## config.mk

```make
export PLATFORM = sky130hd
export DESIGN_NAME = saturnGlue
export DESIGN_NICKNAME = d
export VERILOG_FILES = /design/src/design/saturnGluePkg.sv /design/src/design/cpuBusBridge.sv /design/src/design/subBusReturn.sv /design/src/design/busActivityMonitor.sv /design/src/design/cdRamBridge.sv /design/src/design/saturnGlue.sv
export VERILOG_INCLUDE_DIRS = /design/src /design/src/design
export SDC_FILE = /design/constraint.sdc
export NUM_CORES = 1
export LEC_CHECK = 0
export BUFFER_PORTS_ARGS = -buffer_cell sky130_fd_sc_hd__buf_2
export CORE_AREA = 2 2 200 202
export DETAILED_ROUTE_END_ITERATION = 10
export DIE_AREA = 0 0 202 204
export PLACE_DENSITY = 0.38
export SYNTH_ARGS = -nofsm -noshare
export SYNTH_HDL_FRONTEND = slang
export SYNTH_HIERARCHICAL = 1
export SYNTH_SLANG_ARGS = --single-unit
```

## constraint.sdc

```tcl
create_clock -name CLK -period 2.67 [get_ports CLK]
set_clock_uncertainty 0.05 [all_clocks]
set_input_delay 0.534 -clock CLK [delete_from_list [all_inputs] [get_ports CLK]]
set_output_delay 0.534 -clock CLK [all_outputs]
set_load 0.02 [all_outputs]
```

## src/design/saturnGlue_defs.svh

```systemverilog
`ifndef SATURN_GLUE_DEFS_SVH
`define SATURN_GLUE_DEFS_SVH

// Bus widths
`define CPU_ADDR_W 25
`define CPU_DATA_W 32
`define SUB_DATA_W 16
`define CD_ADDR_W  18
`define IDLE_CNT_W 8

// Debug hook target in CS3 space
`define HOOK_ADDR 25'h0012B0

// Read data when no slave answers
`define ABUS_IDLE_DATA 16'hFFFF
`define BBUS_IDLE_DATA 16'h0000

`endif

```

## src/design/saturnGluePkg.sv

```systemverilog
`include "saturnGlue_defs.svh"

package saturnGluePkg;

	typedef logic [`CPU_ADDR_W-1:0] cpuAddrT;
	typedef logic [`CPU_DATA_W-1:0] cpuDataT;
	typedef logic [`SUB_DATA_W-1:0] subDataT;
	typedef logic [`CD_ADDR_W-1:0]  cdAddrT;
	typedef logic [`IDLE_CNT_W-1:0] idleCntT;

	// Main CPU cycle as seen on the SCU side
	typedef struct packed {
		cpuAddrT    addr;
		cpuDataT    wdata;
		logic       rdN;
		logic [3:0] dqmN;   // Byte lanes low on writes
		logic       cs3N;
	} cpuCycleT;

	// DCC memory chip enables
	typedef struct packed {
		logic dramN;
		logic romN;
		logic sramN;
	} memSelT;

	typedef struct packed {
		logic [21:1] addr;   // Halfword address
		subDataT     wdata;
		logic        wrlN;
		logic        wrhN;
		logic        rdN;
		logic        cs1N;   // CD RAM window
	} shBusT;

endpackage

```

## src/design/cpuBusBridge.sv

```systemverilog
`timescale 1ns/1ps

module cpuBusBridge (
	input  saturnGluePkg::cpuCycleT cpuCycle,
	input  saturnGluePkg::memSelT   memSel,
	input  saturnGluePkg::cpuDataT  memRdata,
	input  logic                    memWaitN,
	input  logic [7:0]              smpcRdata,
	input  logic                    smpcSelN,
	input  saturnGluePkg::cpuDataT  scuRdata,
	input  logic                    scuWaitN,

	output saturnGluePkg::cpuAddrT  memAddr,
	output saturnGluePkg::cpuDataT  memWdata,
	output logic [3:0]              memDqmN,
	output logic                    memRdN,
	output logic                    romCsN,
	output logic                    sramCsN,
	output logic                    ramlCsN,
	output logic                    ramhCsN,
	output saturnGluePkg::cpuDataT  cpuRdata,
	output logic                    cpuWaitN
);

	logic memHit;

	// Memory owns the cycle when any of its selects is low
	assign memHit = ~(cpuCycle.cs3N & memSel.dramN & memSel.romN & memSel.sramN);

	assign memAddr  = cpuCycle.addr;
	assign memWdata = cpuCycle.wdata;
	assign memDqmN  = cpuCycle.dqmN;
	assign memRdN   = cpuCycle.rdN;
	assign romCsN   = memSel.romN;
	assign sramCsN  = memSel.sramN;
	assign ramlCsN  = memSel.dramN;
	assign ramhCsN  = cpuCycle.cs3N;   // High work RAM sits on CS3

	assign cpuRdata = memHit    ? memRdata :
	                  !smpcSelN ? {4{smpcRdata}} :   // SMPC answers on every byte lane
	                  scuRdata;

	// Memory wait only counts while memory owns the cycle
	assign cpuWaitN = scuWaitN & (memWaitN | ~memHit);

endmodule

```

## src/design/subBusReturn.sv

```systemverilog
`timescale 1ns/1ps
`include "saturnGlue_defs.svh"

module subBusReturn (
	input  logic                   aCs0N,
	input  logic                   aCs1N,
	input  logic                   aCs2N,
	input  saturnGluePkg::subDataT cartRdata,
	input  saturnGluePkg::subDataT cdRdata,
	input  logic                   cartWaitN,
	input  logic                   cdWaitN,

	input  logic                   bCs1N,
	input  logic                   bCs2N,
	input  logic                   bCssN,
	input  saturnGluePkg::subDataT vdp1Rdata,
	input  saturnGluePkg::subDataT vdp2Rdata,
	input  saturnGluePkg::subDataT scspRdata,

	output saturnGluePkg::subDataT aRdata,
	output logic                   aWaitN,
	output saturnGluePkg::subDataT bRdata
);

	// Cartridge covers A-bus CS0 and CS1 and the CD block answers on CS2
	assign aRdata = (!aCs0N || !aCs1N) ? cartRdata :
	                !aCs2N             ? cdRdata :
	                `ABUS_IDLE_DATA;             // Open bus floats high

	// Either slave can stretch the cycle
	assign aWaitN = cartWaitN & cdWaitN;

	// B-bus in VDP1, VDP2, SCSP order
	assign bRdata = !bCs1N ? vdp1Rdata :
	                !bCs2N ? vdp2Rdata :
	                !bCssN ? scspRdata :
	                `BBUS_IDLE_DATA;

endmodule

```

## src/design/busActivityMonitor.sv

```systemverilog
`timescale 1ns/1ps
`include "saturnGlue_defs.svh"

module busActivityMonitor (
	input  logic                    CLK,
	input  logic                    RST_N,
	input  logic                    sysCeR,
	input  saturnGluePkg::cpuCycleT cpuCycle,

	output saturnGluePkg::idleCntT  idleCnt,
	output logic                    hook
);

	logic strobe;
	logic hookHit;

	// Any read or byte write ends an idle stretch
	assign strobe = ~cpuCycle.rdN | ~(&cpuCycle.dqmN);

	assign hookHit = ~cpuCycle.rdN & ~cpuCycle.cs3N & (cpuCycle.addr == `HOOK_ADDR);

	always_ff @(posedge CLK or negedge RST_N) begin
		if (!RST_N) begin
			idleCnt <= '0;
		end else if (sysCeR) begin
			if (strobe) begin
				idleCnt <= '0;
			end else begin
				idleCnt <= idleCnt + saturnGluePkg::idleCntT'(1);   // Wraps at top
			end
		end
	end

	// Sticky until reset
	always_ff @(posedge CLK or negedge RST_N) begin
		if (!RST_N) begin
			hook <= 1'b0;
		end else if (sysCeR && hookHit) begin
			hook <= 1'b1;
		end
	end

	assert property (@(posedge CLK) disable iff (!RST_N) hook |=> hook)
		else $error("hook cleared without reset");

endmodule

```

## src/design/cdRamBridge.sv

```systemverilog
`timescale 1ns/1ps

module cdRamBridge (
	input  logic                   CLK,
	input  logic                   RST_N,
	input  logic                   cdCe,
	input  saturnGluePkg::shBusT   shBus,
	input  logic                   dack0,
	input  logic                   dack1,
	input  saturnGluePkg::subDataT ygrRdata,
	input  saturnGluePkg::subDataT cdRamQ,
	input  logic                   cdRamRdy,

	output logic                   shCeR,
	output logic                   shCeF,
	output saturnGluePkg::cdAddrT  cdRamAddr,
	output saturnGluePkg::subDataT cdRamWdata,
	output logic [1:0]             cdRamWe,
	output logic                   cdRamRd,
	output logic                   cdRamCs,
	output saturnGluePkg::subDataT shRdata,
	output logic                   shWaitN
);

	logic phase;

	// SH1 runs at half the CD enable rate
	always_ff @(posedge CLK or negedge RST_N) begin
		if (!RST_N) begin
			phase <= 1'b0;
		end else if (cdCe) begin
			phase <= ~phase;
		end
	end

	assign shCeR = phase & cdCe;
	assign shCeF = ~phase & cdCe;   // First after reset

	assign cdRamAddr = shBus.addr[18:1];

	// During DMA the YGR supplies the data
	assign cdRamWdata = (!dack0 || !dack1) ? ygrRdata : shBus.wdata;

	assign cdRamCs = ~shBus.cs1N;
	assign cdRamWe = ~{shBus.wrhN, shBus.wrlN};
	assign cdRamRd = ~shBus.rdN;

	assign shRdata = !shBus.cs1N ? cdRamQ : ygrRdata;
	assign shWaitN = cdRamRdy;

	assert property (@(posedge CLK) disable iff (!RST_N) !(shCeR && shCeF))
		else $error("SH1 rise and fall enables overlap");

endmodule

```

## src/design/saturnGlue.sv

```systemverilog
`timescale 1ns/1ps

module saturnGlue (
	input  logic                     CLK,
	input  logic                     RST_N,

	input  saturnGluePkg::cpuCycleT  cpuCycle,
	input  saturnGluePkg::memSelT    memSel,
	input  saturnGluePkg::cpuDataT   memRdata,
	input  logic                     memWaitN,
	input  logic [7:0]               smpcRdata,
	input  logic                     smpcSelN,
	input  saturnGluePkg::cpuDataT   scuRdata,
	input  logic                     scuWaitN,

	input  logic                     aCs0N,
	input  logic                     aCs1N,
	input  logic                     aCs2N,
	input  saturnGluePkg::subDataT   cartRdata,
	input  saturnGluePkg::subDataT   cdRdata,
	input  logic                     cartWaitN,
	input  logic                     cdWaitN,

	input  logic                     bCs1N,
	input  logic                     bCs2N,
	input  logic                     bCssN,
	input  saturnGluePkg::subDataT   vdp1Rdata,
	input  saturnGluePkg::subDataT   vdp2Rdata,
	input  saturnGluePkg::subDataT   scspRdata,

	input  logic                     sysCeR,
	input  logic                     cdCe,

	input  saturnGluePkg::shBusT     shBus,
	input  logic                     dack0,
	input  logic                     dack1,
	input  saturnGluePkg::subDataT   ygrRdata,
	input  saturnGluePkg::subDataT   cdRamQ,
	input  logic                     cdRamRdy,

	output saturnGluePkg::cpuAddrT   memAddr,
	output saturnGluePkg::cpuDataT   memWdata,
	output logic [3:0]               memDqmN,
	output logic                     memRdN,
	output logic                     romCsN,
	output logic                     sramCsN,
	output logic                     ramlCsN,
	output logic                     ramhCsN,
	output saturnGluePkg::cpuDataT   cpuRdata,
	output logic                     cpuWaitN,

	output saturnGluePkg::subDataT   aRdata,
	output logic                     aWaitN,
	output saturnGluePkg::subDataT   bRdata,

	output saturnGluePkg::idleCntT   idleCnt,
	output logic                     hook,

	output logic                     shCeR,
	output logic                     shCeF,
	output saturnGluePkg::cdAddrT    cdRamAddr,
	output saturnGluePkg::subDataT   cdRamWdata,
	output logic [1:0]               cdRamWe,
	output logic                     cdRamRd,
	output logic                     cdRamCs,
	output saturnGluePkg::subDataT   shRdata,
	output logic                     shWaitN
);

	// Main bus side
	cpuBusBridge u_cpuBusBridge (
		.cpuCycle  (cpuCycle),
		.memSel    (memSel),
		.memRdata  (memRdata),
		.memWaitN  (memWaitN),
		.smpcRdata (smpcRdata),
		.smpcSelN  (smpcSelN),
		.scuRdata  (scuRdata),
		.scuWaitN  (scuWaitN),
		.memAddr   (memAddr),
		.memWdata  (memWdata),
		.memDqmN   (memDqmN),
		.memRdN    (memRdN),
		.romCsN    (romCsN),
		.sramCsN   (sramCsN),
		.ramlCsN   (ramlCsN),
		.ramhCsN   (ramhCsN),
		.cpuRdata  (cpuRdata),
		.cpuWaitN  (cpuWaitN)
	);

	subBusReturn u_subBusReturn (
		.aCs0N     (aCs0N),
		.aCs1N     (aCs1N),
		.aCs2N     (aCs2N),
		.cartRdata (cartRdata),
		.cdRdata   (cdRdata),
		.cartWaitN (cartWaitN),
		.cdWaitN   (cdWaitN),
		.bCs1N     (bCs1N),
		.bCs2N     (bCs2N),
		.bCssN     (bCssN),
		.vdp1Rdata (vdp1Rdata),
		.vdp2Rdata (vdp2Rdata),
		.scspRdata (scspRdata),
		.aRdata    (aRdata),
		.aWaitN    (aWaitN),
		.bRdata    (bRdata)
	);

	busActivityMonitor u_busActivityMonitor (
		.CLK      (CLK),
		.RST_N    (RST_N),
		.sysCeR   (sysCeR),
		.cpuCycle (cpuCycle),
		.idleCnt  (idleCnt),
		.hook     (hook)
	);

	// CD block side
	cdRamBridge u_cdRamBridge (
		.CLK        (CLK),
		.RST_N      (RST_N),
		.cdCe       (cdCe),
		.shBus      (shBus),
		.dack0      (dack0),
		.dack1      (dack1),
		.ygrRdata   (ygrRdata),
		.cdRamQ     (cdRamQ),
		.cdRamRdy   (cdRamRdy),
		.shCeR      (shCeR),
		.shCeF      (shCeF),
		.cdRamAddr  (cdRamAddr),
		.cdRamWdata (cdRamWdata),
		.cdRamWe    (cdRamWe),
		.cdRamRd    (cdRamRd),
		.cdRamCs    (cdRamCs),
		.shRdata    (shRdata),
		.shWaitN    (shWaitN)
	);

endmodule

```

# Word level (Yosys, flattened, before mapping)
# Index checks and enable logic that the tools add are counted.
# op_classes
reduce_logical	8
mux	10
bitwise	18
add_sub_neg	1
n_eq_ne	1
# ops
cell	count
2-to-1 mux 16 bit	7
2-to-1 mux 32 bit	2
== test 25 x 13 -> 1 bit, second input constant	1
bitwise AND 1 bit	9
adder 8 x 1 -> 8 bit, second input constant	1
2-to-1 mux 8 bit	1
inverter 1 bit	6
logical NOT 1 bit	4
AND reduction 4 bit	1
logical OR 1 bit	2
inverter 2 bit	1
OR 1 bit	2
logical AND 1 bit	1
# totals
output_inout_bits	198
input_bits	309
register_bits	10

# Depth between registers and ports, before layout
# Gate-level depths: netlist of the first run.
# logic_depth
ltp_word	5
ltp_mapped	5

# Hierarchy
# Netlist of the first run, hierarchy kept.
# by_module_without_submodules
module	cells_per_inst	seq_area_each_um2	n_inst	area_per_inst_um2
cpuBusBridge	140	0.0	1	1530.2
subBusReturn	129	0.0	1	827.0
cdRamBridge	63	25.0	1	641.9
busActivityMonitor	61	225.2	1	571.8

# Worst setup path after synthesis of the first run
# Ideal clock, no wire load.
# synth_timing
path_type	input-to-output
startpoint	input port memSel[1] in the netlist's numbering
endpoint	output port cpuRdata[10]
path_stages	4
t_arrival_ns	1.412
slack_ns	0.674
path_buffers	2
cell_sequence	and4_1 buf_2 buf_4 mux2_4
# synth_between
elab_chain_cells	3
# synth_rtl
element	line	rtl
from (decl)	saturnGlue.sv:8	input saturnGluePkg::memSelT memSel,
bitwise AND 1 bit (2 in series)	cpuBusBridge.sv:28	assign memHit = ~(cpuCycle.cs3N & memSel.dramN & memSel.romN & memSel.sramN);
2-to-1 mux 32 bit	cpuBusBridge.sv:39	assign cpuRdata = memHit ? memRdata :
to (decl)	saturnGlue.sv:49	output saturnGluePkg::cpuDataT cpuRdata,
# Every way passes these cells.

# Final worst setup path of the first run
# layout_timing
startpoint	input port cpuCycle[0] in the netlist's numbering
endpoint	output port cpuRdata[0]
# layout_between
elab_chain_cells	4
# layout_rtl
element	line	rtl
from (decl)	saturnGlue.sv:7	input saturnGluePkg::cpuCycleT cpuCycle,
bitwise AND 1 bit (3 in series)	cpuBusBridge.sv:28	
2-to-1 mux 32 bit	cpuBusBridge.sv:39	
# Every way passes these cells.

==> summary.txt, run 1 <==
Die
  – Die Ht: 204 um
  – Core Box Area: 39200 um^2
  – Die outline area: 41200 um^2
  – # IOs: 507
  – Initial core utilization: 9.11%
  – Die X: 202 um
  – Rows: 73

Logic synthesis
  – Post-synthesis adder-cell area fraction: 0.350%
  – Synth Register Bits: 10
  – Seq/Total Area, Yosys: 7.01%
  – Syn nets: 703
  – Compound-Gate Fraction of Synth Area: 12.6%
  – Mapped Area: 3570 um^2
  – Synth cell types: 43
  – Main combinational cell family by area after synthesis: multiplexers
  – Yosys warns: 6
  – Cells after Synth: 393
  – Syn_area_per_cell: 9.09 um^2
  – Post-synthesis mux area share: 38.2%
  – Simple-Gate Fraction of Synth Area: 16.5%
  – Synth Area in XOR/XNOR: 0.491%

Timing
  – Count of pins over their slew limit: 0
  – Setup violators final: 0
  – Post-route setup slack: 0.315 ns
  – Fmax: 0.425 GHz
  – Final hold viol count: 0
  – Final worst-path cycle share: 88.2%
  – Slew headroom: 62.5%
  – Unrepaired setup endpoints after global routing: no
  – Post-layout min period: 2.36 ns
  – TNS Setup: 0 ns
  – Worst-Margin Slew: 0.557 ns

Setup path
  – Startpoint class of the critical path: input pin
  – Critical Path RT: 2.09 ns
  – Crit path from: cpuCycle[0]
  – Crit-path max FO: 33
  – WP data arrival: 1.77 ns
  – R2R depth: 4
  – Kind of critical path: in2out
  – FF-to-FF End: u_busActivityMonitor/idleCnt[6]$_DFFE_PN0P_
  – Setup crit end: cpuRdata[0]
  – Worst r2r src: u_busActivityMonitor/idleCnt[0]$_DFFE_PN0P_
  – R2R Setup Slk: 1.17 ns
  – CP endpoint kind: primary output

Layout
  – Design Area, Final: 5550 um^2
  – Share of layout cells above drive strength 1: 75.6%
  – Most frequent cells in the layout: 401 x buf_2, 70 x mux2_4, 32 x nor2_1, 26 x mux2_2, 23 x a21oi_1
  – Most common cell after layout, fill and taps aside: buf_2
  – Multi-input gate area: 2430 um^2
  – Fillers: 4517
  – Diode count: 0
  – Fin cells: 1218
  – Area growth from synthesis to layout: 55.4%
  – Register area: 250 um^2
  – Final net count: 1004

Clock tree
  – Clk root buf: clkbuf_16
  – Num CTS Buffers: 3
  – Post-CTS Setup Bufs: 0
  – Post_cts resized: 0
  – CTS Buffer Depth: 2
  – Htree depth: 1
  – CTS Hold Bufs: 0
  – Clock Sinks: 10
  – CTS tree: yes
  – CTS clk-pin slew, worst paths: 0.05 ns
  – Skew-Pair Late Insertion Delay: 0.24 ns

Pwr
  – Leak pwr: 0.00282 uW
  – PwrDens: 253 nW/um^2
  – Peak supply drop: 0.231 mV

Run status
  – Status: finished clean

Global route
  – Met2 GRT Util: 10.3%
  – GRT Util Overall: 6.90%
  – Grt met1 use: 9.62%
  – GRT overflow: 0
  – Largest net degree at the start of global routing: 34
  – Initial antenna violation count: 0
  – Most Crowded Layer GR: met2
  – Vias in the first global route: 3538
  – First-pass GRT wire length: 22400 um
  – GR Layer Usage met3: 2.85%

Detailed routing
  – DRC: 0
  – DRT antenna net count: 0
  – Drt first pass iters: 4
  – Final WL: 16400 um
  – Vias: 3887
  – Starting DRT DRC Count: 166
  – Per-cell routed wire length: 13.5 um
  – Vias/cell: 3.19

Placed design
  – Dpl cells: 1214
  – Port buffer count: 401
  – Setup WS pre-CTS: 0.263 ns
  – Placement Cell Area: 5460 um^2
  – Routability cong.: 0.853
  – Final HPWL DP: 14400 um

Hold path
  – Hold crit path type: in2async

Flow run
  – MaxCap Viol Count: 0
synth_stat cells, drive strengths merged:
cell type,count,share of area [%]
nor4,3,0.53
nand4,4,0.70
mux2i,2,0.56
or4,1,0.21
o2111ai,2,0.49
and2,4,0.77
nand2,7,0.81
clkbuf,4,0.46
and4,1,0.25
nand2b,16,2.8
nor2b,1,0.18
o21a,1,0.21
nor2,32,3.4
nand4b,1,0.25
inv,7,0.74
mux2,96,38
nand3b,16,3.4
nand3,8,1.3
or3,1,0.18
a31oi,18,3.2
o21bai,1,0.21
o2bb2ai,1,0.25
a22oi,1,0.21
xor2,2,0.49
nor4bb,2,0.56
and3b,1,0.25
buf,109,24
ha,1,0.35
o21ai,2,0.28
dfrtp,10,7.0
a21oi,33,7.8
nor4b,2,0.49
and3,3,0.56
metal layers:
metal  wire [um]  part of all wire (%)
met5           0                     0
met4           0                     0
met3        1850                    11
met2        7360                    45
met1        7230                    44
final cells by class:
cell class / count / area share (%)
multi-input combinational: 263 / 43.9
inverter: 7 / 0.474
timing repair buffer: 409 / 37.7
sequential: 10 / 4.51
tap: 525 / 11.8
clock buffer: 4 / 1.60
worst max-delay path, cell delays in order:
cell and delay [ns]:
buf_2 0.16, and4_2 0.27, buf_12 0.26, mux2_2 0.37, buf_2 0.16
sequential cells by signal, summed over array words and instances (netlist names):
name	flops
u_cdRamBridge/phase	1
u_busActivityMonitor/idleCnt	8
u_busActivityMonitor/hook	1
per-stage QoR:
| stage | total power [uW] | util [%] | hold WS, ns |
|---|---|---|---|
| 2_1_floorplan | 861 | - | 0.188 |
| 3_3_place_gp | 1110 | 13.9 | 0.371 |
| 3_5_place_dp | 1110 | 13.9 | 0.376 |
| 4_1_cts | 1420 | 14.2 | 0.119 |
| 5_1_grt | 1480 | 14.2 | 0.126 |
| 6_report | 1400 | 14.2 | 0.114 |
worst min path at each step:
stage / startpoint / endpoint / slack, ns / depth (start not counted)
global placement: RST_N / u_busActivityMonitor/idleCnt[2]$_DFFE_PN0P_ / 0.37 / 1
detailed placement: RST_N / u_busActivityMonitor/idleCnt[2]$_DFFE_PN0P_ / 0.38 / 1
CTS: RST_N / u_busActivityMonitor/idleCnt[5]$_DFFE_PN0P_ / 0.12 / 1
finish: RST_N / u_busActivityMonitor/idleCnt[5]$_DFFE_PN0P_ / 0.11 / 1
floorplan: RST_N / u_busActivityMonitor/hook$_DFFE_PN0P_ / 0.19 / 0
global route: RST_N / u_busActivityMonitor/idleCnt[5]$_DFFE_PN0P_ / 0.13 / 1
cell families after synthesis:
logic type | Yosys count
buffers and inverters | 120
XOR/XNOR | 2
adder cells (fa/ha/maj) | 1
flip-flops | 10
AND/OR/NAND/NOR | 103
multiplexers | 98
AO/OA/AOI/OAI | 59
power breakdown:
group,total [uW],internal (uW),switching (uW)
Sequential,168,160,7.18
Clock,303,226,77.3
Combinational,934,437,497
(Power assumes the default switching activity.)
==> run 2, diff against run 1 <==
--- a/config.mk
+++ b/config.mk
@@ -7,11 +7,10 @@
 export NUM_CORES = 1
 export LEC_CHECK = 0
 export BUFFER_PORTS_ARGS = -buffer_cell sky130_fd_sc_hd__buf_2
-export CORE_AREA = 2 2 200 202
+export CORE_AREA = 2 2 197 199
 export DETAILED_ROUTE_END_ITERATION = 10
-export DIE_AREA = 0 0 202 204
-export PLACE_DENSITY = 0.38
+export DIE_AREA = 0 0 199 201
+export PLACE_DENSITY = 0.37
 export SYNTH_ARGS = -nofsm -noshare
 export SYNTH_HDL_FRONTEND = slang
-export SYNTH_HIERARCHICAL = 1
 export SYNTH_SLANG_ARGS = --single-unit
==> summary.txt, run 2 <==
Timing
  – Post-route setup slack: 0.360 ns
  – Post-layout min period: 2.31 ns
  – Setup violators final: 0
  – Fmax: 0.433 GHz
  – TNS Setup: 0 ns
  – Final hold viol count: 0
  – Unrepaired setup endpoints after global routing: no
  – Final worst-path cycle share: 86.5%
  – Hold_ws: 0.110 ns
  – Worst-Margin Slew: 0.576 ns
  – Count of pins over their slew limit: 0
  – Slew headroom: 61.5%

Clock tree
  – CTS Buffer Depth: 2
  – Post-CTS Setup Bufs: 0
  – Num CTS Buffers: 3
  – Post_cts resized: 0
  – CTS Hold Bufs: 0
  – CTS tree: yes
  – CTS clk-pin slew, worst paths: 0.04 ns
  – Skew-Pair Late Insertion Delay: 0.24 ns
  – Clock Sinks: 10
  – Clk root buf: clkbuf_16
  – Htree depth: 1

Pwr
  – PwrDens: 264 nW/um^2
  – Peak supply drop: 0.166 mV
  – Leak pwr: 0.00252 uW

Logic synthesis
  – Most area-consuming cells after synthesis: buf_4 22%, a21oi_1 10%, dfrtp_1 8.7%
  – Syn_area_per_cell: 6.65 um^2
  – Synth Area in XOR/XNOR: 0.607%
  – Yosys top cell by area: buf_4
  – Most common cell in the netlist: buf_4
  – Syn nets: 744
  – Synth Register Bits: 10
  – Post-synth EDFFs: 0
  – Yosys warns: 0
  – Seq/Total Area, Yosys: 8.67%
  – Cells after Synth: 434
  – Synth top area share: 22.4%
  – Simple-Gate Fraction of Synth Area: 25.0%
  – Mapped Area: 2890 um^2
  – Post-synthesis adder-cell area fraction: 0.433%
  – Synth cell types: 41
  – Main combinational cell family by area after synthesis: buffers and inverters
  – Synth cell count leaders: 86 x buf_4, 59 x a21oi_1, 48 x nor2_1, 38 x nand2_1, 33 x o21ai_1
  – Post-synthesis mux area share: 13.2%
  – Ys flop type: dfrtp_1
  – FFs w/ async S/R, synth: 100%
  – Compound-Gate Fraction of Synth Area: 24.6%

Layout
  – Final net count: 1048
  – Largest registers: u_busActivityMonitor.idleCnt x8, u_busActivityMonitor.hook x1, u_cdRamBridge.phase x1
  – Fillers: 4527
  – Share of layout cells above drive strength 1: 61.3%
  – Most frequent cells in the layout: 401 x buf_2, 59 x a21oi_1, 48 x nor2_1, 38 x nand2_1, 33 x o21ai_1
  – Most flop-heavy register: u_busActivityMonitor.idleCnt
  – Max reg flops: 8
  – Area growth from synthesis to layout: 71.5%
  – Most common cell after layout, fill and taps aside: buf_2

Detailed routing
  – Per-cell routed wire length: 13.4 um
  – Vias/cell: 3.23
  – Starting DRT DRC Count: 125
  – Final WL: 16800 um
  – Drt first pass iters: 4
  – Vias: 4057
  – DRC: 0
  – DRT antenna net count: 0

Global route
  – GRT Util Overall: 7.51%
  – Largest net degree at the start of global routing: 45
  – Vias in the first global route: 3900
  – First-pass GRT wire length: 22700 um
  – GRT overflow: 0
  – Initial antenna violation count: 3

Die
  – Rows: 72
  – Initial core utilization: 7.58%
  – Die outline area: 40000 um^2
  – Core Box Area: 38100 um^2
  – Die X: 199 um
  – # IOs: 507
  – Die Ht: 201 um

Setup path
  – Critical Path RT: 2.09 ns
  – Crit-path max FO: 26
  – R2R depth: 4
  – WP data arrival: 1.73 ns
  – CP endpoint kind: primary output
  – Startpoint class of the critical path: input pin
  – Kind of critical path: in2out

Hold path
  – Hold crit path type: in2async

Placed design
  – Final HPWL DP: 15300 um
  – Setup WS pre-CTS: 0.289 ns
  – Routability cong.: 0.861
  – Port buffer count: 401

Run status
  – Status: finished clean

Flow run
  – MaxCap Viol Count: 0
-- run 2: layout make-up --
| class | instances | area (um^2) | area share (%) |
|---|---|---|---|
| antenna | 1 | 2.50 | 0.0505 |
| clock buffer | 4 | 88.8 | 1.79 |
| inverter | 7 | 26.3 | 0.530 |
| multi-input combinational | 305 | 1840 | 37.2 |
| sequential | 10 | 250 | 5.05 |
| tap | 518 | 648 | 13.1 |
| timing repair buffer | 411 | 2090 | 42.3 |
-- run 2: path summary, 6_finish.rpt --
kind                                                             startpoint                                           to  slack (ns)
min in group CLK                            u_cdRamBridge.phase$_DFFE_PN0P_              u_cdRamBridge.phase$_DFFE_PN0P_        0.44
worst min register to register              u_cdRamBridge.phase$_DFFE_PN0P_              u_cdRamBridge.phase$_DFFE_PN0P_        0.44
worst max-delay path                                               smpcSelN                                  cpuRdata[9]        0.36
worst max register to register  u_busActivityMonitor.idleCnt[0]$_DFFE_PN0P_  u_busActivityMonitor.idleCnt[6]$_DFFE_PN0P_        1.17
max in group asynchronous                                             RST_N        u_busActivityMonitor.hook$_DFFE_PN0P_        2.26
worst min-delay path                                                  RST_N  u_busActivityMonitor.idleCnt[6]$_DFFE_PN0P_        0.11
-- run 2: worst max-delay path, cell delays in order --
cell,delay (ns)
buf_2,0.26
nor2b_1,0.53
a21oi_1,0.09
o21ai_1,0.13
buf_2,0.18
-- run 2: power breakdown --
group	leakage [uW]	internal (uW)	total [uW]	switching, uW
Sequential	0.000137	160	168	8.04
Clock	0.0000442	226	299	73.7
Combinational	0.00234	347	838	491
Total	0.00252	733	1310	572
-- run 2: cell families after synthesis --
group	after synthesis
and+or+nand+nor	146
muxes	34
xor gates and xnor gates	2
buffers and inverters	119
adders and majority gates	1
DFF	10
AOI/OAI and AO/OA	122
-- run 2: per-stage QoR --
step / cells / util [%] / total power, uW / cell area, um^2
final: 1256 / 13.0 / 1310 / 4950
after global routing: 1256 / 13.0 / 1390 / 4950
after CTS: 1255 / 13.0 / 1320 / 4950
after detailed placement: 1251 / 12.8 / 1020 / 4860
after global placement: 1251 / 12.8 / 1020 / 4860
after floorplan: 434 / - / 751 / 2890
-- run 2: per-layer routing --
| metal | global-route usage, % | vias up | wire length (um) |
|---|---|---|---|
| met4 | 1.87 | 0 | 362 |
| li1 | - | 2004 | - |
| met3 | 2.28 | 22 | 1860 |
| met1 | 6.87 | 1755 | 5480 |
| met2 | 15.6 | 276 | 9090 |
| met5 | 0 | - | 0 |
